===== src/hw/huff_tree_pkg.sv =====
package huff_tree_pkg;

  // node store geometry
  localparam int NUM_NODES = 128;
  localparam int NODE_IDX_W = 7;

  typedef logic [NODE_IDX_W-1:0] node_index_t;

  // child reference
  // bit 8 set marks an internal node whose index sits in the low 7 bits
  // bit 8 clear marks a leaf whose character sits in the low 8 bits
  typedef logic [8:0] child_t;

  localparam int CHILD_NODE_BIT = 8;

  // marker for a missing child (bit 8 set with a non-index pattern)
  localparam child_t NULL_CHILD = 9'b110000000;

  // one tree node with the left child in the upper half
  typedef struct packed {
    child_t left;
    child_t right;
  } node_t;

endpackage


===== src/hw/htree_store.sv =====
module htree_store (
  input  logic                      clk,
  input  logic                      rst,
  input  logic                      load_req,
  input  huff_tree_pkg::node_index_t load_addr,
  input  huff_tree_pkg::node_t       load_node,
  output logic                      load_ack,
  input  huff_tree_pkg::node_index_t rd_addr,
  output huff_tree_pkg::node_t       rd_node
);

  import huff_tree_pkg::*;

  node_t mem [NUM_NODES];
  logic  load_we;

  // a new request is taken only while ack is still low
  assign load_we = load_req && !load_ack;

  always_ff @(posedge clk) begin
    if (load_we) begin
      mem[load_addr] <= load_node;
    end
    rd_node <= mem[rd_addr]; // walker sees the node one cycle after the address
  end

  // load side of the four-phase handshake
  always_ff @(posedge clk or posedge rst) begin
    if (rst) begin
      load_ack <= 1'b0;
    end else if (load_we) begin
      load_ack <= 1'b1; // raised on the same edge as the write
    end else if (!load_req && load_ack) begin
      load_ack <= 1'b0; // master has released req
    end
  end

  // the master keeps the address on the bus until it drops req
  // otherwise the written slot and the acknowledged slot differ
  a_load_addr_stable: assert property (
    @(posedge clk) disable iff (rst)
    load_req && !load_ack |=> !load_req || $stable(load_addr)
  ) else $error("htree_store: load_addr changed during a load request");

endmodule


===== config.mk =====
export PLATFORM = sky130hd
export DESIGN_NAME = htree_store
export DESIGN_NICKNAME = d
export VERILOG_FILES = /design/src/hw/huff_tree_pkg.sv /design/src/hw/htree_store.sv
export SDC_FILE = /design/constraint.sdc
export NUM_CORES = 2
export LEC_CHECK = 0
export ABC_CLOCK_PERIOD_IN_PS = 6700
export BUFFER_PORTS_ARGS = -buffer_cell sky130_fd_sc_hd__buf_4
export CAP_MARGIN = 20
export CORE_MARGIN = 3
export CORE_UTILIZATION = 50
export CTS_BUF_LIST = sky130_fd_sc_hd__clkbuf_8
export DETAILED_ROUTE_END_ITERATION = 6
export PLACE_DENSITY_LB_ADDON = 0.25
export RECOVER_POWER = 100
export SKIP_CTS_REPAIR_TIMING = 1
export SYNTH_ARGS = -nofsm -noshare
export SYNTH_HDL_FRONTEND = slang
export SYNTH_SLANG_ARGS = --single-unit

===== constraint.sdc =====
create_clock -name clk -period 6.7 [get_ports clk]
set_input_delay 1.34 -clock clk [delete_from_list [all_inputs] [get_ports clk]]
set_output_delay 1.34 -clock clk [all_outputs]
set_load 0.03 [all_outputs]

# Word level (Yosys, flattened, before mapping)
# Memory sizes are Yosys's and may differ from the RTL's. A register that Yosys moved wholly into a read port is not among the register bits.
# Cells that the tools add are included.
# classes
muxes	4
reduce_logical	5
# ops
op	n
1-bit 2-to-1 mux	4
1-bit logical AND	2
1-bit zero test	2
2-bit nonzero test	1
# word_totals
input_bits	35
output_inout_bits	19
ff_bits	1
n_memories	1
elab_cells	11
ramBits	2304
# mem_list
name	depth	word_bits	read_ports	rd_ports_with_merged_regs	write_ports	line	source
mem	128	18	1	1	1	htree_store.sv:14	node_t mem [NUM_NODES];

# Logic depth before layout (Yosys ltp)
# logic_depth
ltp_word	4
depth_mapped	7
depth_no_buf	5

# Worst setup path before layout
# OpenSTA, ideal clock, no wires.
# synth_path
kind	input port to flip-flop
from	input port load_req
to	memory mem[101][0] (netlist name), enable pin
t_arrival_ns	3.782
n_path_buf	2
slack_ns	2.502
stages	5
t_required_ns	6.284
setup_ns	0.416
path_cell_list	ha_1 > clkbuf_1 > or4b_2 > clkbuf_1 > nor3_1
# synth_via
elab_chain_len	3
# synth_rtl
item	line	source
start, declared	htree_store.sv:4	input logic load_req,
1-bit logical AND	htree_store.sv:18	assign load_we = load_req && !load_ack;
1-bit 2-to-1 mux	htree_store.sv:21	if (load_we) begin
1-bit 2-to-1 mux (not written as such)	htree_store.sv:22	mem[load_addr] <= load_node;
end, declared	htree_store.sv:14	
# No other way between the ends.

==> flow_metrics.py <==
metrics = {
    "worst_setup_path": {
        "worstPathArrival_ps": 5850,
        "r2r-end": "mem[17][6]$_DFFE_PP_",
        "timing.rr.start": "load_ack$_DFFE_PP0P_",
        "r2r_cells": 6,
        "required_ps": 7590,
        "crit_path_end_kind": "flip-flop",
        "crit_path_start_kind": "input pin",
        "rrSetupSlack_ps": 2070,
        "critPathKind": "in -> reg",
        "critPathLaunch": "rd_addr[0]",
        "critPathCapture": "rd_node[16]$_DFF_P_",
        "cp_max_fo": 56,
    },
    "synthesis": {
        "synthesis.nets": 3494,
        "yosys-top-cells-count": "2304 x edfxtp_1, 756 x mux4_2, 122 x nor2_1",
        "synth_area_mm2": 0.0883,
        "synth-edff-count": 2304,
        "ys_types": 21,
        "yosys.area.top_type": "edfxtp_1",
        "synth_seq_cells": 2323,
        "synth_most_common_cell": "edfxtp_1",
        "yosysTopAreaCellShare": 0.783,
        "synthArstFlopShare": 0.000430,
        "synth_ff_type": "edfxtp_1",
        "synth.yosys.warnings": 0,
        "avgSynthCellArea_um2": 25.5,
        "seq_area_frac_synth": 0.788,
        "synth_cells": 3458,
        "synth_area_leaders": "edfxtp_1 78%, mux4_2 19%, nor2_1 0.52%",
    },
    "floorplan": {
        "rows": 153,
        "fp.dieW_um": 426,
        "die_area_mm2": 0.182,
        "io_pins": 54,
        "coreArea_mm2": 0.175,
        "die_y_um": 426,
        "initial_core_util": 0.505,
    },
    "placement": {
        "place.detailed.hpwl_um": 115000,
        "io_buffers": 53,
        "gp_congestion": 0.774,
        "post_dp_cell_area_mm2": 0.0930,
    },
    "routing": {
        "ant_nets": 0,
        "routed_via_density": 6.13,
        "wl_per_cell_um": 32.4,
        "dr.pass1.iters": 5,
        "drc_errors": 0,
        "first_iter_violations": 4840,
        "vias": 39600,
        "wl_um": 209000,
    },
    "sta": {
        "min_period_ps": 4960,
        "fmax_mhz": 202,
        "drv_slew": 2797,
        "slew-limit-headroom": -0.956,
        "setup_tns_ps": 0,
        "worst_slew_pin_slew_ps": 2930,
        "grt_setup_unrepaired": "no",
        "finalHoldViolCount": 0,
        "post-route-period-util": 0.741,
        "setup_viol": 0,
        "worst_clock_skew_ps": 68.4,
    },
    "clocking": {
        "cts_tree": "done",
        "cts_inserted_buffers": 376,
        "htree_levels": 5,
        "clk_latency_ps": 1030,
        "ctsRootBufferMaster": "clkbuf_8",
        "cts.reportedPaths.clkPinSlew_ps": 60,
        "clockBufferDepth": 4,
        "cts_num_sinks": 2323,
    },
    "finish": {
        "area_delta_synth_final_pct": 11.6,
        "final_nets": 3902,
        "fin_area_mm2": 0.0986,
        "fillCellCount": 12600,
        "drive_gt1_frac": 0.323,
    },
    "grt": {
        "grt_overflow": 0,
        "first_global_vias": 40700,
        "grt_max_degree": 113,
        "antenna_found_initial": 21,
        "grt_use_total": 0.235,
        "grt_pass1_wl_um": 299000,
    },
    "power_and_ir_drop": {
        "p_leak_nw": 30.4,
        "p_per_area_mw_per_mm2": 289,
        "ir_worst_vdd_mv": 0.221,
    },
    "outcome": {
        "violations": "max-capacitance violations, max-slew violations",
        "outcome": "complete, but fails checks",
    },
    "flow_run": {
        "maxCapViolations": 115,
    },
    "worst_hold_path": {
        "hold_class": "in -> async",
    },
}
==> stage by stage <==
| stage | std cells | hold WS (ps) | util | setup slack [ps] | power [mW] |
|---|---|---|---|---|---|
| floorplan | 3458 | 737 | - | 2500 | 17.2 |
| global placement | 5811 | 523 | 0.532 | 1790 | 17.9 |
| detailed placement | 5811 | 535 | 0.532 | 1760 | 17.9 |
| CTS | 6455 | 45.0 | 0.569 | 2890 | 28.7 |
| global route | 6460 | 80.9 | 0.564 | 1470 | 29.4 |
| finish | 6465 | 155 | 0.564 | 1740 | 28.5 |
==> layout by cell type (no fill, tap or decap), types with 18 or more instances in the layout <==
master / instances
dfxtp_1: 18
mux4_2: 756
inv_1: 131
mux2_2: 19
buf_4: 55
clkinv_2: 27
nor2_2: 48
buf_12: 22
clkbuf_1: 131
clkbuf_8: 391
nor2_1: 74
clkinv_1: 89
edfxtp_1: 2304
==> cell families (layout without fill, tap and decap cells) <==
kind of cell / after synthesis / in the layout / synth area share
other: 0 / 8 / 0
and+or+nand+nor: 171 / 171 / 0.00802
DFF: 2323 / 2323 / 0.788
muxes: 775 / 775 / 0.195
adders and majority gates: 1 / 1 / 0.000142
buffers and inverters: 188 / 862 / 0.00892
==> critical path: stages <==
cell,delay (ps)
buf_8,550
clkbuf_2,1640
mux4_2,690
mux4_2,620
mux4_2,590
mux2_2,300
==> where the power goes <==
part           switching (mW)  internal [mW]
Combinational           0.913          0.586
Sequential             0.0386           16.1
Clock                    5.31           5.57
==> area by class of cell <==
| class | instances | area [µm²] | share of cell area |
|---|---|---|---|
| Clock inverter | 254 | 1160 | 0.0117 |
| Multi-Input combinational cell | 947 | 18100 | 0.183 |
| Antenna cell | 8 | 20.0 | 0.000203 |
| Tap cell | 2325 | 2910 | 0.0295 |
| Sequential cell | 2323 | 69600 | 0.706 |
| Inverter | 2 | 7.51 | 0.0000761 |
| Timing Repair Buffer | 216 | 1470 | 0.0149 |
| Clock buffer | 390 | 5370 | 0.0544 |
==> metal layers <==
| metal | wire length, µm | vias to the layer above | track usage |
|---|---|---|---|
| met5 | 32 | - | 0 |
| met1 | 82700 | 21600 | 0.328 |
| met4 | 5560 | 4 | 0.0706 |
| met3 | 19200 | 326 | 0.0621 |
| li1 | - | 16000 | - |
| met2 | 102000 | 1780 | 0.368 |
==> worst min path at each step <==
stage	slack (ps)	depth (start not counted)	startpoint	endpoint
finish	160	2	rst	load_ack$_DFFE_PP0P_
global route	80	2	rst	load_ack$_DFFE_PP0P_
CTS	40	2	rst	load_ack$_DFFE_PP0P_
detailed placement	530	1	load_ack$_DFFE_PP0P_	load_ack$_DFFE_PP0P_
global placement	520	1	load_ack$_DFFE_PP0P_	load_ack$_DFFE_PP0P_
floorplan	740	1	load_ack$_DFFE_PP0P_	load_ack$_DFFE_PP0P_
==> registers in the layout, indices dropped and copies added (netlist names) <==
signal	flops
mem	2304
load_ack	1
rd_node	18
(Power assumes the default switching activity.)
