File: src/hw/huff_code_pkg.sv
package huff_code_pkg;

  // longest code the table can hold
  localparam int MAX_CODE_LEN = 16;

  // path bits are right aligned and the first move is the top used bit
  typedef logic [MAX_CODE_LEN-1:0] code_t;

  typedef logic [4:0] code_len_t;

  typedef logic [7:0] char_t;

  localparam int NUM_CHARS = 256;

  // packed codeword {char, code, len}
  localparam int CW_WIDTH = $bits(char_t) + $bits(code_t) + $bits(code_len_t);

  localparam int CW_FIFO_DEPTH = 4;

endpackage

File: src/hw/huff_tree_pkg.sv
package huff_tree_pkg;

  // node store geometry
  localparam int NUM_NODES = 128;
  localparam int NODE_IDX_W = 7;

  typedef logic [NODE_IDX_W-1:0] node_index_t;

  // child reference
  // bit 8 set marks an internal node whose index sits in the low 7 bits
  // bit 8 clear marks a leaf whose character sits in the low 8 bits
  typedef logic [8:0] child_t;

  localparam int CHILD_NODE_BIT = 8;

  // marker for a missing child (bit 8 set with a non-index pattern)
  localparam child_t NULL_CHILD = 9'b110000000;

  // one tree node with the left child in the upper half
  typedef struct packed {
    child_t left;
    child_t right;
  } node_t;

endpackage

File: src/hw/cb_walker.sv
module cb_walker (
  input  logic                       clk,
  input  logic                       rst,
  input  logic                       start,
  input  huff_tree_pkg::node_index_t  root_index,
  output huff_tree_pkg::node_index_t  rd_addr,
  input  huff_tree_pkg::node_t        rd_node,
  output logic                       push,
  input  logic                       full,
  output huff_code_pkg::char_t        cw_char,
  output huff_code_pkg::code_t        cw_code,
  output huff_code_pkg::code_len_t    cw_len,
  output logic                       busy
);

  import huff_tree_pkg::*;
  import huff_code_pkg::*;

  typedef enum logic [2:0] {
    IDLE,
    FETCH,
    DESCEND,
    EMIT,
    BACKTRACK,
    RETRACE
  } walk_state_t;

  walk_state_t state;
  node_index_t addr_q;     // node being read from the store
  node_index_t root_q;     // root captured at start
  code_t       path;       // moves from the root to the current node
  code_len_t   depth;      // number of valid bits in path
  logic        side;       // 0 while the left child is examined
  logic        to_retrace; // where FETCH hands over to
  code_len_t   step;       // moves already replayed during RETRACE

  child_t      child;
  logic        child_is_null;
  logic        child_is_node;
  logic        child_is_leaf;
  code_len_t   trace_idx;
  child_t      trace_child;

  assign child         = side ? rd_node.right : rd_node.left;
  assign child_is_null = (child == NULL_CHILD);
  assign child_is_node = !child_is_null && child[CHILD_NODE_BIT];
  assign child_is_leaf = !child[CHILD_NODE_BIT];

  // replay starts at the first move which is the top used bit of path
  assign trace_idx   = depth - step - 5'd1;
  assign trace_child = path[trace_idx[3:0]] ? rd_node.right : rd_node.left;

  assign rd_addr = addr_q;
  assign busy    = (state != IDLE);
  assign push    = (state == EMIT) && !full; // stall here while the FIFO is full

  always_ff @(posedge clk or posedge rst) begin
    if (rst) begin
      state      <= IDLE;
      addr_q     <= '0;
      path       <= '0;
      depth      <= '0;
      side       <= 1'b0;
      to_retrace <= 1'b0;
      step       <= '0;
    end else begin
      case (state)
        IDLE: begin
          if (start) begin
            addr_q     <= root_index;
            path       <= '0;
            depth      <= '0;
            side       <= 1'b0;
            to_retrace <= 1'b0;
            state      <= FETCH;
          end
        end
        FETCH: begin
          state <= to_retrace ? RETRACE : DESCEND; // read data is valid in the next state
        end
        DESCEND: begin
          if (child_is_null) begin
            if (side) begin
              state <= BACKTRACK;
            end else begin
              side <= 1'b1; // skip a missing left child
            end
          end else if (child_is_node) begin
            path   <= {path[MAX_CODE_LEN-2:0], side};
            depth  <= depth + 5'd1;
            addr_q <= child[NODE_IDX_W-1:0];
            side   <= 1'b0;
            state  <= FETCH;
          end else begin
            state <= EMIT;
          end
        end
        EMIT: begin
          if (!full) begin
            if (side) begin
              state <= BACKTRACK;
            end else begin
              side  <= 1'b1; // the right child of the same node is next
              state <= DESCEND;
            end
          end
        end
        BACKTRACK: begin
          if (depth == '0) begin
            state <= IDLE; // both subtrees of the root are done
          end else begin
            path  <= path >> 1;
            depth <= depth - 5'd1;
            if (!path[0]) begin
              // the left move turns into a right move from the parent
              addr_q     <= root_q;
              step       <= '0;
              to_retrace <= 1'b1;
              state      <= FETCH;
            end
          end
        end
        RETRACE: begin
          if (step == depth) begin
            side       <= 1'b1; // parent reached so look at its right child
            to_retrace <= 1'b0;
            state      <= DESCEND;
          end else begin
            addr_q <= trace_child[NODE_IDX_W-1:0];
            step   <= step + 5'd1;
            state  <= FETCH;
          end
        end
        default: begin
          state <= IDLE;
        end
      endcase
    end
  end

  always_ff @(posedge clk) begin
    if (state == IDLE && start) begin
      root_q <= root_index;
    end
    if (state == DESCEND && child_is_leaf) begin
      cw_char <= child[7:0];
      cw_code <= {path[MAX_CODE_LEN-2:0], side};
      cw_len  <= depth + 5'd1;
    end
  end

  // an internal node at depth 15 already puts its leaves at the 16 bit limit
  a_depth_bound: assert property (
    @(posedge clk) disable iff (rst)
    state == DESCEND && child_is_node |-> depth < code_len_t'(MAX_CODE_LEN - 1)
  ) else $error("cb_walker: tree deeper than %0d levels", MAX_CODE_LEN);

endmodule

File: config.mk
export PLATFORM = sky130hd
export DESIGN_NAME = cb_walker
export DESIGN_NICKNAME = d
export VERILOG_FILES = /design/src/hw/huff_code_pkg.sv /design/src/hw/huff_tree_pkg.sv /design/src/hw/cb_walker.sv
export SDC_FILE = /design/constraint.sdc
export NUM_CORES = 1
export LEC_CHECK = 0
export BUFFER_PORTS_ARGS = -buffer_cell sky130_fd_sc_hd__buf_2
export CORE_UTILIZATION = 55
export DETAILED_ROUTE_END_ITERATION = 16
export HOLD_SLACK_MARGIN = 0.08
export PLACE_DENSITY = 0.83
export SLEW_MARGIN = 20
export SYNTH_ARGS = -nofsm -noshare
export SYNTH_HDL_FRONTEND = slang
export SYNTH_SLANG_ARGS = --single-unit
File: constraint.sdc
create_clock -name clk -period 9.7 [get_ports clk]
set_clock_uncertainty 0.15 [all_clocks]
set_input_delay 0.485 -clock clk [delete_from_list [all_inputs] [get_ports clk]]
set_output_delay 0.485 -clock clk [all_outputs]
set_load 0.01 [all_outputs]
* Yosys cells after proc, flatten, opt, wreduce, memory -nomap -nowiden
Index checks and enable logic that the tools add are counted.
Word-level totals: input port bits 29, logic and storage cells 102, output and inout bits 38, register bits 74
Cells by class: reductions and logical operators 21, add/sub/neg operators 5, equality and inequality tests 18, mux-type cells 46, $lt $le $gt $ge 1
Operator list (number):
- $mux W16 | 4
- $mux W7 | 7
- $pmux W16 S3 | 1
- $mux W5 | 7
- $pmux W7 S4 | 1
- $mux W3 | 8
- $pmux W3 S6 | 1
- $ne A2 B2 Y1 const B | 8
- $pmux W5 S3 | 1
- $reduce_and A5 Y1 | 3
- $add A5 B1 Y5 const B | 2
- $pmux W5 S2 | 1
- $eq A9 B9 Y1 const B | 1
- $mux W1 | 9
- $mux W9 | 1
- $ne A3 B3 Y1 const B | 3
- $reduce_bool A3 Y1 | 3
- $reduce_and A4 Y1 | 2
- $reduce_bool A4 Y1 | 2
- $reduce_and A7 Y1 | 1
- $eq A3 B2 Y1 const B | 2
- $eq A3 B3 Y1 const B | 2
- $eq A5 B5 Y1 | 1
- $logic_not A5 Y1 | 1
- other kinds (13) | 19

* Depth between registers and ports, before layout
depth in word-level cells 7, depth in mapped cells 10

* Worst setup path after synthesis
OpenSTA, ideal clock, no wires.
path type reg2reg, start register state[2], end register side, data required time 9416 ps, data arrival time 2905 ps, setup slack 6511 ps, cell stages (with the launch flop) 8, path through dfrtp_1 > buf_2 > or3b_1 > clkbuf_1 > clkbuf_1 > nor2_1 > nor4_1 > mux2i_1
Between the ends: cells in the longest elaborated chain, start to end 3, elaborated cells on any way between the ends 11
RTL lines:
- from (decl) | RTL line cb_walker.sv:28 | walk_state_t state;
- from (signal assigned) | RTL line cb_walker.sv:79 | state <= to_retrace ? RETRACE : DESCEND;
- $eq A3 B2 Y1 (tied with other cells) | RTL line cb_walker.sv:67 | case (state)
- $ne A3 B3 Y1 (no source line) (tied with other cells)
- $reduce_and A5 Y1 (no source line)
- to (signal assigned) | RTL line cb_walker.sv:63 | side <= 1'b0;
- to (signal assigned) | RTL line cb_walker.sv:73 | side <= 1'b0;
- to (signal assigned) | RTL line cb_walker.sv:86 | side <= 1'b1;
- to (decl) | RTL line cb_walker.sv:33 | logic side;
Several ways; a longest one is shown, not always the timed one. A chain may end at the register's enable or synchronous reset.

* Final worst setup path
start register step[0], end register addr_q[4], in the netlist rd_addr[4]
Between the ends: cells in the longest elaborated chain, start to end 7, elaborated cells on any way between the ends 10
RTL lines:
- from (decl) | RTL line cb_walker.sv:35 | code_len_t step;
- from (signal assigned) | RTL line cb_walker.sv:130 | step <= step + 5'd1;
- $sub A4 B4 Y4 | RTL line cb_walker.sv:50 | assign trace_idx = depth - step - 5'd1;
- $sub A4 B1 Y4 | RTL line cb_walker.sv:50
- $bmux W1 S4 | RTL line cb_walker.sv:51 | assign trace_child = path[trace_idx[3:0]] ? rd_node.right : rd_node.left;
- $mux W1 (not written as such) | RTL line cb_walker.sv:51
- $mux W7 | RTL line cb_walker.sv:51
- $mux W7 | RTL line cb_walker.sv:124 | if (step == depth) begin
- $pmux W7 S4 | RTL line cb_walker.sv:67
- to (signal assigned) | RTL line cb_walker.sv:70 | addr_q <= root_index;
- to (signal assigned) | RTL line cb_walker.sv:91 | addr_q <= child[NODE_IDX_W-1:0];
- to (signal assigned) | RTL line cb_walker.sv:129 | addr_q <= trace_child[NODE_IDX_W-1:0];
- to (decl) | RTL line cb_walker.sv:29 | node_index_t addr_q;
Several ways; a longest one is shown, not always the timed one. The select of a mux whose other input is x is not followed.

==> flow_summary.json <==
{
  "outcome": "finished, final reports clean",
  "vias": 3134,
  "cts_buffers": 9,
  "finalNetCount": 434,
  "die_w_microns": 88.3,
  "reg2reg_slack_ns": 6.30,
  "clkTransAtPathRegs_ns": 0.08,
  "drt_iter0_markers": 329,
  "cts.sinks": 74,
  "layout_commonest_cell": "buf_2",
  "cts_resized": 0,
  "antenna_found_initial": 0,
  "netlist_area_sq_mm": 0.00409,
  "tightestPinTransition_ns": 1.12,
  "r2r-end": "rd_addr[4]",
  "yosys-top-cells-area": "edfxtp_1, dfrtp_1, mux2_4, a22o_1, o31ai_1",
  "mostFrequentLayoutCells": "buf_2, dfrtp_1, edfxtp_1",
  "p_leak_nw": 1.92,
  "ys_seq_elements": 74,
  "fmax_mhz": 294,
  "htree_num_levels": 3,
  "drtPass1Iterations": 5,
  "diodes": 0,
  "switching_share_pct": 41.1,
  "ys_seq_area_share_pct": 49.6,
  "cts_tree": "built",
  "core_area_sq_mm": 0.00721,
  "period_share_pct": 35.1,
  "setup_viol": 0,
  "cp.arrival_ns": 3.51,
  "powerDensity_mw_per_mm2": 283,
  "end_kind": "flip-flop",
  "io_buffers": 66,
  "yosysUniqueCellTypes": 60,
  "syn_avg_cell_area_sq_um": 12.0,
  "grt_use_total_pct": 25.2,
  "cap_violations": 0,
  "grt_pass1_vias": 2926,
  "synthArstFlopShare_pct": 51.4,
  "synth.top_cell.area_share_pct": 26.4,
  "period_needed_ns": 3.40,
  "grt_pass1_wl_mm": 14.4,
  "syn-num-nets": 376,
  "fp-row-count": 31,
  "seq_power_share_pct": 37.9,
  "drv_slew": 0,
  "cts_setup_buffers": 0,
  "gp_congestion": 0.951,
  "dp_hpwl_mm": 6.70,
  "ir_worst_vdd_mv": 0.148,
  "wl_per_cell_microns": 18.2,
  "setup_tns_ns": 0,
  "drc": 0,
  "yosysTopAreaCell": "edfxtp_1",
  "wirelength_mm": 9.12,
  "holdCritPathClass": "in -> async",
  "power_frac_comb_pct": 45.9,
  "crit_fanout": 8,
  "rsz0062_at_grt": "no",
  "synthCells": 340,
  "utilization_pct": 64.3,
  "ys.flop_type": "dfrtp_1",
  "initial_utilization_pct": 56.7,
  "hold_buffers": 0,
  "vias_per_cell": 6.24,
  "hold_viol_final": 0,
  "boundaryPins": 67,
  "yosys_warnings": 0,
  "design_area_sq_mm": 0.00464,
  "crit_required_ns": 9.81,
  "die_area_sq_mm": 0.00779,
  "r2r_cells": 9,
  "clk_latency_ns": 0.35,
  "area.growth.synth_to_final_pct": 13.3,
  "worst_slack_ns": 6.30,
  "p_clk_share_pct": 16.2,
  "grt_max_degree": 39,
  "cp-start-kind": "flip-flop",
  "pre_cts_ws_ns": 6.35,
  "slew_headroom_pct": 25.0,
  "synth_edf_count": 36,
  "cts_root_buf": "clkbuf_8",
  "overflow": 0,
  "p_total_mw": 1.31,
  "place_area_sq_mm": 0.00445,
  "switchingPower_uw": 539,
  "fillers": 559,
  "die_y_microns": 88.3,
  "timing.rr.start": "step[0]",
  "critical_path_class": "reg -> reg",
  "postRouteAntennaNets": 0,
  "intPower_uw": 773,
  "drive_gt1_share_pct": 31.0,
  "cts_buffer_depth": 2
}
==> Yosys cell counts (2+ instances only) <==
| cell type | number |
|---|---|
| o221ai_1 | 7 |
| nor4b_1 | 2 |
| ha_1 | 6 |
| nand2b_1 | 7 |
| a22oi_1 | 2 |
| mux2_2 | 10 |
| nor4_1 | 4 |
| nand2_1 | 11 |
| a2bb2oi_1 | 7 |
| buf_6 | 4 |
| buf_2 | 4 |
| o21ai_0 | 9 |
| inv_1 | 19 |
| xor2_1 | 5 |
| o21ai_1 | 3 |
| edfxtp_1 | 36 |
| nor3_1 | 5 |
| buf_1 | 2 |
| a31oi_1 | 3 |
| nand3_1 | 11 |
| mux2_4 | 15 |
| a21oi_1 | 12 |
| clkbuf_1 | 10 |
| nor2_1 | 15 |
| o31ai_1 | 16 |
| and3_1 | 3 |
| a22o_1 | 17 |
| dfrtp_1 | 38 |
| o22a_1 | 8 |
| xnor2_1 | 5 |
| o2111ai_1 | 3 |
| mux2_1 | 2 |
| mux2i_1 | 11 |
| mux4_2 | 2 |
==> how the worst max path moves through the flow <==
stage	start	end	slack, ns	cells past startpoint
6_report	step[0]	rd_addr[4]	6.30	9
3_5_place_dp	step[0]	rd_addr[4]	6.35	9
2_1_floorplan	state[2]	side	6.51	7
4_1_cts	step[0]	rd_addr[4]	6.32	9
3_3_place_gp	step[0]	rd_addr[1]	6.60	9
5_1_grt	step[0]	rd_addr[4]	6.07	9
==> sequential cells by signal (all words and copies together), names as in the netlist <==
signal      cells
rd_addr         7
path           16
side            1
state           3
step            5
cw_code        16
cw_char         8
depth           5
root_q          7
to_retrace      1
cw_len          5
==> stage by stage <==
step	std cells	hold WS, ns
6_report	502	0.0953
5_1_grt	502	0.133
4_1_cts	502	0.105
3_5_place_dp	486	0.374
3_3_place_gp	486	0.378
2_1_floorplan	340	0.273
==> per-layer routing <==
layer	wire (microns)	part of all wire (%)	up-vias	global-route usage, %
li1	-	-	1431	-
met1	3790	41	1518	32.1
met2	4310	47	153	39.7
met3	757	8.3	32	8.21
met4	271	3.0	0	11.0
met5	0	0	-	0
==> critical path, stage by stage, from the launching register on <==
cell      delay [ns]
dfrtp_1         0.41
inv_1           0.11
ha_1            0.18
inv_1           0.06
fa_1            0.77
mux2i_1         0.14
mux4_2          0.52
nor4_2          0.60
o31ai_1         0.17
o221ai_1        0.21
==> cell families after synthesis <==
family / synth area share, %
compound gates: 19.2
flops: 49.6
simple gates: 9.44
buf+inv: 4.71
mux: 12.6
xor+xnor: 2.14
fa+ha+maj: 2.32
==> power by group through the flow <==
stage               clock network (mW)  registers (mW)  logic, mW
global route                     0.228           0.504      0.655
floorplan                            0           0.467      0.497
CTS                              0.216           0.491      0.598
global placement                     0           0.494      0.580
finish                           0.212           0.497      0.603
detailed placement                   0           0.496      0.597
==> layout make-up <==
cell class / instances / area, sq um / share of cell area (%)
Clock buffer: 10 / 138 / 2.97
Clock inverter: 6 / 41.3 / 0.890
Inverter: 20 / 75.1 / 1.62
Multi-Input combinational cell: 225 / 1880 / 40.6
Sequential cell: 74 / 2030 / 43.8
Tap cell: 99 / 124 / 2.67
Timing Repair Buffer: 68 / 345 / 7.45
Power figures use the tool's default switching activity.
