### config.mk
export PLATFORM = sky130hd
export DESIGN_NAME = cw_fifo
export DESIGN_NICKNAME = d
export VERILOG_FILES = /design/src/hw/huff_code_pkg.sv /design/src/hw/cw_fifo.sv
export SDC_FILE = /design/constraint.sdc
export NUM_CORES = 1
export LEC_CHECK = 0
export ABC_AREA = 1
export ABC_CLOCK_PERIOD_IN_PS = 1500
export BUFFER_PORTS_ARGS = -buffer_cell sky130_fd_sc_hd__buf_2
export CORE_MARGIN = 4
export CORE_UTILIZATION = 45
export CTS_CLUSTER_SIZE = 16
export DETAILED_ROUTE_END_ITERATION = 8
export GPL_TIMING_DRIVEN = 0
export PLACE_DENSITY = 0.67
export SLEW_MARGIN = 20
export SYNTH_ARGS = -nofsm -noshare
export SYNTH_HDL_FRONTEND = slang
export SYNTH_SLANG_ARGS = --single-unit
### constraint.sdc
create_clock -name clk -period 1.5 [get_ports clk]
set_input_delay 0.075 -clock clk [delete_from_list [all_inputs] [get_ports clk]]
set_output_delay 0.075 -clock clk [all_outputs]
set_load 0.1 [all_outputs]
### src/hw/huff_code_pkg.sv
package huff_code_pkg;

  // longest code the table can hold
  localparam int MAX_CODE_LEN = 16;

  // path bits are right aligned and the first move is the top used bit
  typedef logic [MAX_CODE_LEN-1:0] code_t;

  typedef logic [4:0] code_len_t;

  typedef logic [7:0] char_t;

  localparam int NUM_CHARS = 256;

  // packed codeword {char, code, len}
  localparam int CW_WIDTH = $bits(char_t) + $bits(code_t) + $bits(code_len_t);

  localparam int CW_FIFO_DEPTH = 4;

endpackage

### src/hw/cw_fifo.sv
module cw_fifo #(
  parameter int DEPTH = huff_code_pkg::CW_FIFO_DEPTH
) (
  input  logic                    clk,
  input  logic                    rst,
  input  logic                    push,
  input  huff_code_pkg::char_t     cw_char,
  input  huff_code_pkg::code_t     cw_code,
  input  huff_code_pkg::code_len_t cw_len,
  output logic                    full,
  output logic                    cw_req,
  input  logic                    cw_ack,
  output huff_code_pkg::char_t     out_char,
  output huff_code_pkg::code_t     out_code,
  output huff_code_pkg::code_len_t out_len,
  output logic                    empty
);

  import huff_code_pkg::*;

  localparam int PTR_W = (DEPTH > 1) ? $clog2(DEPTH) : 1;
  localparam int CNT_W = $clog2(DEPTH + 1);

  logic [CW_WIDTH-1:0] mem [DEPTH];
  logic [PTR_W-1:0]    wr_ptr;
  logic [PTR_W-1:0]    rd_ptr;
  logic [CNT_W-1:0]    count;
  logic                pop;

  assign full  = (count == CNT_W'(DEPTH));
  assign empty = (count == '0);
  assign pop   = cw_req && cw_ack; // exactly one pop per acknowledged request

  assign {out_char, out_code, out_len} = mem[rd_ptr]; // head stays put while req is high

  always_ff @(posedge clk) begin
    if (push) begin
      mem[wr_ptr] <= {cw_char, cw_code, cw_len};
    end
  end

  always_ff @(posedge clk or posedge rst) begin
    if (rst) begin
      wr_ptr <= '0;
      rd_ptr <= '0;
      count  <= '0;
      cw_req <= 1'b0;
    end else begin
      if (push) begin
        wr_ptr <= (wr_ptr == PTR_W'(DEPTH - 1)) ? '0 : wr_ptr + 1'b1;
      end
      if (pop) begin
        rd_ptr <= (rd_ptr == PTR_W'(DEPTH - 1)) ? '0 : rd_ptr + 1'b1;
      end
      case ({push, pop})
        2'b10:   count <= count + 1'b1;
        2'b01:   count <= count - 1'b1;
        default: count <= count;
      endcase
      // a fresh request waits until the table has dropped its ack
      if (pop) begin
        cw_req <= 1'b0;
      end else if (!cw_req && !cw_ack && !empty) begin
        cw_req <= 1'b1;
      end
    end
  end

  a_no_push_full: assert property (
    @(posedge clk) disable iff (rst)
    push |-> !full
  ) else $error("cw_fifo: push while full");

endmodule

### Yosys cells after proc, flatten, opt, wreduce, memory -nomap -nowiden

Memories as Yosys holds them, arrays and structs flattened.
Cells that the tools add are included.
W data, S select, Z words.

| storage, ports and cells | value |
|---|---|
| output and inout bits | 32 |
| input port bits | 33 |
| memories | 1 |
| register bits after elaboration | 8 |
| word-level logic and storage cells | 30 |
| memory bits (writable) | 116 |

| cells by class | value |
|---|---|
| multiplexer cells | 7 |
| reductions and logical operators | 9 |
| $add $sub $neg | 4 |
| eq/ne operators | 5 |

Memories:

| name | depth | bits a word | rd ports | clocked after memory_dff | write ports | RTL line | text |
|---|---|---|---|---|---|---|---|
| mem | 4 | 29 | 1 | 0 | 1 | cw_fifo.sv:24 | `logic [CW_WIDTH-1:0] mem [DEPTH];` |

Operators with widths:

| kind | count |
|---|---|
| $eq A2 B2 Y1 const B | 3 |
| $pmux W3 S2 | 1 |
| $add A2 B1 Y2 const B | 2 |
| $mux W1 | 4 |
| $mux W2 | 2 |
| $reduce_bool A2 Y1 | 2 |
| $add A3 B1 Y3 const B | 1 |
| $eq A3 B3 Y1 const B | 1 |
| $logic_and A1 B1 Y1 | 3 |
| $logic_not A1 Y1 | 3 |
| $logic_not A3 Y1 | 1 |
| $sub A3 B1 Y3 const B | 1 |
| $eq A2 B1 Y1 const B | 1 |

### Depth between registers and ports, before layout

Gate-level depths: netlist of the first run.

| logic depth | value |
|---|---|
| word-level depth | 5 |
| depth in mapped cells | 10 |
| mapped depth without buffers | 10 |

### Least setup slack after synthesis of the first run

No wires, ideal clock.

| timing | value |
|---|---|
| path kind | flip-flop to flip-flop |
| start point | register count[0] |
| end point | register cw_req |
| stages on the path, launching flop included | 3 |
| data arrival time | 2.645 ns |
| path slack | -1.389 ns |
| library setup time | 0.245 ns |
| path through | dfrtp_1 nor3_1 a21oi_1 |

| between the ends | value |
|---|---|
| cells in the longest elaborated chain, start to end | 4 |

Ends and longest elaborated chain:

| element | RTL line | text |
|---|---|---|
| start: declaration | cw_fifo.sv:27 | `logic [CNT_W-1:0] count;` |
| start signal: assignment | cw_fifo.sv:56 | `2'b10: count <= count + 1'b1;` |
| start signal: assignment | cw_fifo.sv:57 | `2'b01: count <= count - 1'b1;` |
| start signal: assignment | cw_fifo.sv:58 | `default: count <= count;` |
| $logic_not A3 Y1 | cw_fifo.sv:31 | `assign empty = (count == '0);` |
| net empty | cw_fifo.sv:16 | `output logic empty` |
| $logic_not A1 Y1 | cw_fifo.sv:63 | `end else if (!cw_req && !cw_ack && !empty) begin` |
| $logic_and A1 B1 Y1 | cw_fifo.sv:63 |  |
| $reduce_bool A2 Y1 (no source line) | -- |  |
| end signal: assignment | cw_fifo.sv:47 | `cw_req <= 1'b0;` |
| end signal: assignment | cw_fifo.sv:62 | `cw_req <= 1'b0;` |
| end signal: assignment | cw_fifo.sv:64 | `cw_req <= 1'b1;` |
| end: declaration | cw_fifo.sv:11 | `output logic cw_req,` |

The timed path passes the listed nets, and every way through them passes these cells.
A chain may end at the register's enable or synchronous reset.

### Final worst setup path of the first run

| timing | value |
|---|---|
| start point | register rd_ptr[0] |
| end point | output out_char[0] |

| between the ends | value |
|---|---|
| cells in the longest elaborated chain, start to end | 1 |

Ends and longest elaborated chain:

| element | RTL line | text |
|---|---|---|
| start: declaration | cw_fifo.sv:26 | `logic [PTR_W-1:0] rd_ptr;` |
| start signal: assignment | cw_fifo.sv:53 | `rd_ptr <= (rd_ptr == PTR_W'(DEPTH - 1)) ? '0 : rd_ptr + 1'b1;` |
| $mem_v2 Z4 W29 | -- |  |
| end: declaration | cw_fifo.sv:13 | `output huff_code_pkg::char_t out_char,` |

No other way between the ends.

==> results of run 1 <==
## cell type report
cell class,instances,share of cell area
clock buffer,19,0.05909
buffer,20,0.02681
multi-input combinational,179,0.1645
timing repair inverter,4,0.004099
inverter,75,0.04082
sequential,124,0.5033
clock inverter,12,0.01708
tap,140,0.02391
timing repair buffer,112,0.1604
## stage by stage
step / cell area (um^2) / hold WS [ps] / std cells
floorplan: 5304 / -109.3 / 398
global placement: 5794 / 28.05 / 601
detailed placement: 5794 / 44.59 / 601
CTS: 7244 / 53.15 / 684
global route: 7326 / 125.6 / 685
finish: 7326 / 77.72 / 685
## cell usage after synthesis, types with 2 or more instances
cell	instances	area, um^2
ha_1	6	75.07
buf_6	4	45.04
o211ai_1	38	285.3
nor3_1	2	10.01
a21oi_1	2	10.01
buf_4	2	15.01
edfxtp_1	116	3483
o21ai_0	3	15.01
o211ai_2	20	250.2
buf_2	12	60.06
inv_1	74	277.8
nand2_1	102	382.9
dfrtp_1	8	200.2
## state kept, by name (all words and copies together), names as in the netlist
signal  flops
cw_req      1
mem       116
rd_ptr      2
count       3
wr_ptr      2
## metal layers
metal	routed length [um]	global-route usage
met3	628	0.04526
met5	0	0
met4	193	0.06338
met1	5002	0.2428
met2	6098	0.3221
## worst max-delay path, delay by kind of cell, from the launching register on
family | cells | cell delay [ps]
buf+inv | 4 | 620
simple gates | 1 | 100
compound gates | 1 | 160
flops | 1 | 400
## layout by cell type (no fill, tap or decap), types with 3 or more instances in the layout
master         synthesis  layout
buf_4                  2      22
buf_8                  0       8
edfxtp_1             116     116
buf_2                 12      33
buf_6                  4      11
clkbuf_16              0      17
clkbuf_1               1       3
o211ai_1              38      38
dfrtp_1                8       7
clkinv_2               0       5
nand2_1              102      68
inv_1                 74      68
nand2_2                0      33
o211ai_2              20      20
clkinvlp_4             0      11
buf_12                 0      23
ha_1                   6       5
dlygate4sd3_1          0      31
clkbuf_4               0       3
## worst min-delay path by stage
stage	slack, ps	to	cells after the start	startpoint
2_1_floorplan	-110	count[0]$_DFFE_PP0P_	1	rst
3_5_place_dp	40	cw_req$_DFFE_PP0P_	2	rst
3_3_place_gp	30	cw_req$_DFFE_PP0P_	2	rst
6_report	80	wr_ptr[1]$_DFFE_PP0P_	3	push
5_1_grt	130	wr_ptr[1]$_DFFE_PP0P_	3	push
4_1_cts	50	wr_ptr[1]$_DFFE_PP0P_	3	push
## logic make-up (layout without fill, tap and decap cells)
group / Yosys count / count (layout) / share of synthesized area
DFF: 124 / 124 / 0.7125
and+or+nand+nor: 107 / 107 / 0.07890
buffers and inverters: 95 / 242 / 0.07914
AOI/OAI and AO/OA: 64 / 64 / 0.1094
adders and majority gates: 7 / 7 / 0.01839
xor gates and xnor gates: 1 / 1 / 0.001694
## timing repair
| action | 4_1_cts | 5_1_grt |
|---|---|---|
| hold buffers | 31 | 0 |
| resized for setup | 111 | 28 |
| gates cloned | 4 | 0 |
| pin swaps | 28 | 9 |
| buffers inserted | 17 | 1 |
| setup endpoints to repair | 147 | 60 |
| endpoints found under the hold margin | 126 | 0 |
==> impl_metrics.py, run 1 <==
metrics = {
    "outcome": {
        "status": "finished, violations left",
        "failed_checks": "setup timing",
    },
    "cells_and_area": {
        "antennaDiodeCount": 0,
        "fill_cells": 779,
        "syn2layout_area_growth_pct": 41.70,
        "multi_input_area_um2": 1205,
        "postLayoutCoreUtil": 0.6641,
        "nets": 573,
        "drive_gt1_frac": 0.3651,
        "layout.area.seq_um2": 3687,
    },
    "critical_path": {
        "worstSetupStartpointType": "flip-flop",
        "r2r_end": "count[2]$_DFFE_PP0P_",
        "crit_arrival_ps": 1690,
        "reg2reg_from": "cw_req$_DFFE_PP0P_",
        "crit_slowest_cell": "dfrtp_1",
        "r2r_cells": 9,
        "critical-path-top-cell-by-count": "buf_12",
        "endpoint": "out_char[0]",
        "max_stage_delay_ps": 400,
        "critPathMaxFanout": 10,
        "end_kind": "output port",
        "worstSetupPathType": "reg -> out",
        "crit_start": "rd_ptr[0]$_DFFE_PP0P_",
        "r2r_setup_slack_ps": 40,
        "worstPathCellList": "buf_6, buf_12, buf_12, o211ai_2, nand2_2, buf_12",
        "cp.required_ps": 1420,
    },
    "routing": {
        "drt_iter0_markers": 137,
        "antenna_left": 0,
        "vias": 3404,
        "wirelength_um": 11920,
        "avgViaCountPerCell": 4.969,
        "wire_per_inst_um": 17.41,
        "drcViolationCount": 0,
        "firstDrtPassIters": 4,
    },
    "floorplan": {
        "die_height_um": 115.2,
        "initial_core_util": 0.4687,
        "core_um2": 11030,
        "io_pins": 65,
        "dieArea_um2": 13270,
        "row_count": 38,
        "dieWidth_um": 115.2,
    },
    "clocking": {
        "tritoncts": "done",
        "clk_latency_ps": 400,
        "h-tree-depth": 4,
        "cts.clk_slew.worst_paths_ps": 50,
        "cts_buffers": 17,
        "cts_root_buf": "clkbuf_16",
        "cts_buffer_depth": 2,
        "cts.sinks": 124,
    },
    "global_route": {
        "antenna_found_initial": 0,
        "grt_max_degree": 17,
        "grt_use_total": 0.1906,
        "grt_pass1_vias": 3554,
        "gr-total-overflow": 0,
        "grt_pass1_wl_um": 18800,
    },
    "timing": {
        "rsz0062_at_grt": "yes",
        "tns_ps": -6862,
        "finalSetupViolCount": 29,
        "fmax_ghz": 0.5652,
        "setup_ws_ps": -269.2,
        "tightest_slew_ps": 486.4,
        "max_slew_margin": 0.6780,
        "final_max_slew_viol_count": 0,
        "hold_violations": 0,
        "finalCriticalPeriod_ps": 1769,
        "clock_skew_ps": 5.640,
        "fin_crit_sh": 1.179,
    },
    "placed_design": {
        "hpwl_um": 6357,
        "numPortBuffers": 63,
        "gp_congestion": 0.6739,
        "pre_cts_slack_ps": -450.5,
    },
    "synthesis": {
        "syn_inst": 398,
        "synth_flop_cell": "edfxtp_1",
        "synth_area_um2": 5170,
        "synth-edff-count": 116,
        "syn-mean-instance-area_um2": 12.99,
        "seq_area_frac_synth": 0.7125,
        "synth_warnings": 0,
        "ys_ff_latch": 124,
        "netlist-cell-type-count": 22,
        "async_flop_share": 0.06452,
        "syn-num-nets": 438,
    },
    "hold_path": {
        "hp-class": "in -> reg",
    },
    "run": {
        "cap_violations": 0,
    },
}
Power of run 1 is not shown: default switching activity piles up to over one toggle a cycle in this logic, so the estimate is an artifact.
==> run 2, diff against run 1 <==
PLACE_DENSITY = not set   (was 0.67)
PLACE_DENSITY_LB_ADDON = 0.12   (was not set)
==> run 2 against run 1 <==
  * The run still ends with setup timing left
  * Final cell count increased by 0.73%
  * Clock skew increased by 3.5 ps
  * Via count decreased by 0.38%
  * Sequential cell count unchanged
  * Non-clock buffer count increased by 4
  * Maximum frequency about the same
  * Worst setup slack got worse by 0.94 ps
  * First-iteration DRC count increased by 7.3%
  * Die area unchanged
  * Sequential share of layout area decreased by 1.9 points
  * Critical endpoint is now out_code[12]
==> impl_metrics.py, run 2 (synthesized netlist as in run 1, its figures left out) <==
metrics = {
    "outcome": {
        "status": "finished, violations left",
        "failed_checks": "setup timing",
    },
    "routing": {
        "wirelength_um": 11980,
        "vias": 3391,
        "wire_per_inst_um": 17.36,
        "firstDrtPassIters": 4,
        "drcViolationCount": 0,
        "antenna_left": 0,
        "avgViaCountPerCell": 4.914,
        "drt_iter0_markers": 147,
    },
    "timing": {
        "tightest_slew_ps": 493.1,
        "fmax_ghz": 0.5649,
        "final_max_slew_viol_count": 0,
        "max_slew_margin": 0.6735,
        "finalSetupViolCount": 29,
        "rsz0062_at_grt": "yes",
        "fin_crit_sh": 1.180,
        "hold_violations": 0,
        "finalCriticalPeriod_ps": 1770,
        "setup_ws_ps": -270.2,
        "clock_skew_ps": 9.097,
    },
    "critical_path": {
        "critical-path-top-cell-by-count": "buf_12",
        "r2r_setup_slack_ps": 40,
        "cp_top_family": "buffers and inverters",
        "crit_arrival_ps": 1700,
        "max_stage_delay_ps": 420,
        "worstSetupStartpointType": "flip-flop",
        "worstSetupPathType": "reg -> out",
        "crit_slowest_cell": "dfrtp_1",
        "cp.required_ps": 1420,
        "cp_num_buf_inv": 4,
        "reg2reg_from": "cw_req$_DFFE_PP0P_",
        "r2r_end": "count[2]$_DFFE_PP0P_",
        "end_kind": "output port",
        "crit_start": "rd_ptr[0]$_DFFE_PP0P_",
        "worstPathCellList": "buf_6, buf_12, buf_12, o211ai_2, nand2_2, buf_12",
        "r2r_cells": 9,
        "critPathMaxFanout": 10,
    },
    "cells_and_area": {
        "postLayoutCoreUtil": 0.6904,
        "fill_cells": 748,
        "top_regs": "mem (116), count (3)",
        "drive_gt1_frac": 0.3855,
        "final_common_cell": "edfxtp_1",
        "fin_cells": 690,
        "syn2layout_area_growth_pct": 47.31,
        "multi_input_area_um2": 1259,
        "largest_reg_flops": 116,
        "nets": 577,
        "design_area_um2": 7616,
        "antennaDiodeCount": 0,
        "largest-register": "mem",
        "final_cell_mix": "116 x edfxtp_1, 68 x inv_1, 61 x nand2_1",
        "layout.area.seq_um2": 3687,
    },
    "hold_path": {
        "hp-class": "in -> reg",
        "whs_endpoint": "wr_ptr[1]$_DFFE_PP0P_",
        "hp-start": "push",
        "min_path_cells": 3,
    },
    "clocking": {
        "cts_buffers": 17,
        "clk_latency_ps": 410,
        "tritoncts": "done",
        "cts.clk_slew.worst_paths_ps": 60,
        "cts_buffer_depth": 2,
        "cts_root_buf": "clkbuf_16",
        "h-tree-depth": 4,
        "cts.sinks": 124,
    },
    "floorplan": {
        "die_height_um": 115.2,
        "initial_core_util": 0.4687,
        "dieWidth_um": 115.2,
        "row_count": 38,
        "core_um2": 11030,
        "dieArea_um2": 13270,
        "io_pins": 65,
    },
    "placed_design": {
        "hpwl_um": 6298,
        "gp_congestion": 0.7424,
        "placed_cells": 601,
        "pre_cts_slack_ps": -467.5,
        "place_area_um2": 5794,
        "numPortBuffers": 63,
    },
    "global_route": {
        "antenna_found_initial": 0,
        "grt_pass1_vias": 3578,
        "gr-total-overflow": 0,
        "grt_max_degree": 17,
        "grt_use_total": 0.1946,
        "grt_pass1_wl_um": 19080,
    },
    "run": {
        "cap_violations": 0,
    },
}
-- run 2: routing by layer --
metal | wire, um | part of all wire | global-route usage | vias up
li1 | - | - | - | 1648
met1 | 5367 | 0.45 | 0.2487 | 1664
met2 | 6015 | 0.50 | 0.3279 | 67
met3 | 446 | 0.037 | 0.04684 | 12
met4 | 146 | 0.012 | 0.06338 | 0
met5 | 0 | 0 | 0 | -
-- run 2: final cells by class --
type                    count  area share
repair inverters            4    0.003943
multi-input cells         179      0.1653
repair buffers            116      0.1748
clock buffers              17     0.05586
plain buffers              20     0.02727
flip-flops and latches    124      0.4841
clock inverters            15     0.02612
well taps                 140     0.02300
inverters                  75     0.03959
-- run 2: through the flow --
stage | TNS, ps | hold slack [ps]
after floorplan | -427.9 | -109.3
after global placement | -46920 | 43.83
after detailed placement | -50870 | 54.28
after CTS | -6702 | 36.56
after global routing | -8970 | 114.7
final | -6791 | 97.99
-- run 2: worst min-delay path: cells and delay by family --
kind                   cells  cell delay, ps
buffers and inverters      1             220
AND/OR/NAND/NOR            1             100
AO/OA/AOI/OAI              1              70
-- run 2: worst max path at each step --
stage	endpoint	slack (ps)	depth (start not counted)
final	out_code[12]	-270	6
after global routing	out_char[3]	-340	6
after CTS	out_code[13]	-260	6
after detailed placement	mem[0][11]$_DFFE_PP_	-470	4
after global placement	mem[0][8]$_DFFE_PP_	-420	4
after floorplan	count[2]$_DFFE_PP0P_	-120	9
-- run 2: timing repair --
item | in CTS | in global routing
hold buffers | 31 | 0
cloned | 6 | 0
resized for setup | 141 | 29
pin swaps | 47 | 23
setup buffers | 15 | 5
endpoints found under the hold margin | 126 | 0
setup endpoints to repair | 147 | 72
Power of run 2 is left out for the same reason.
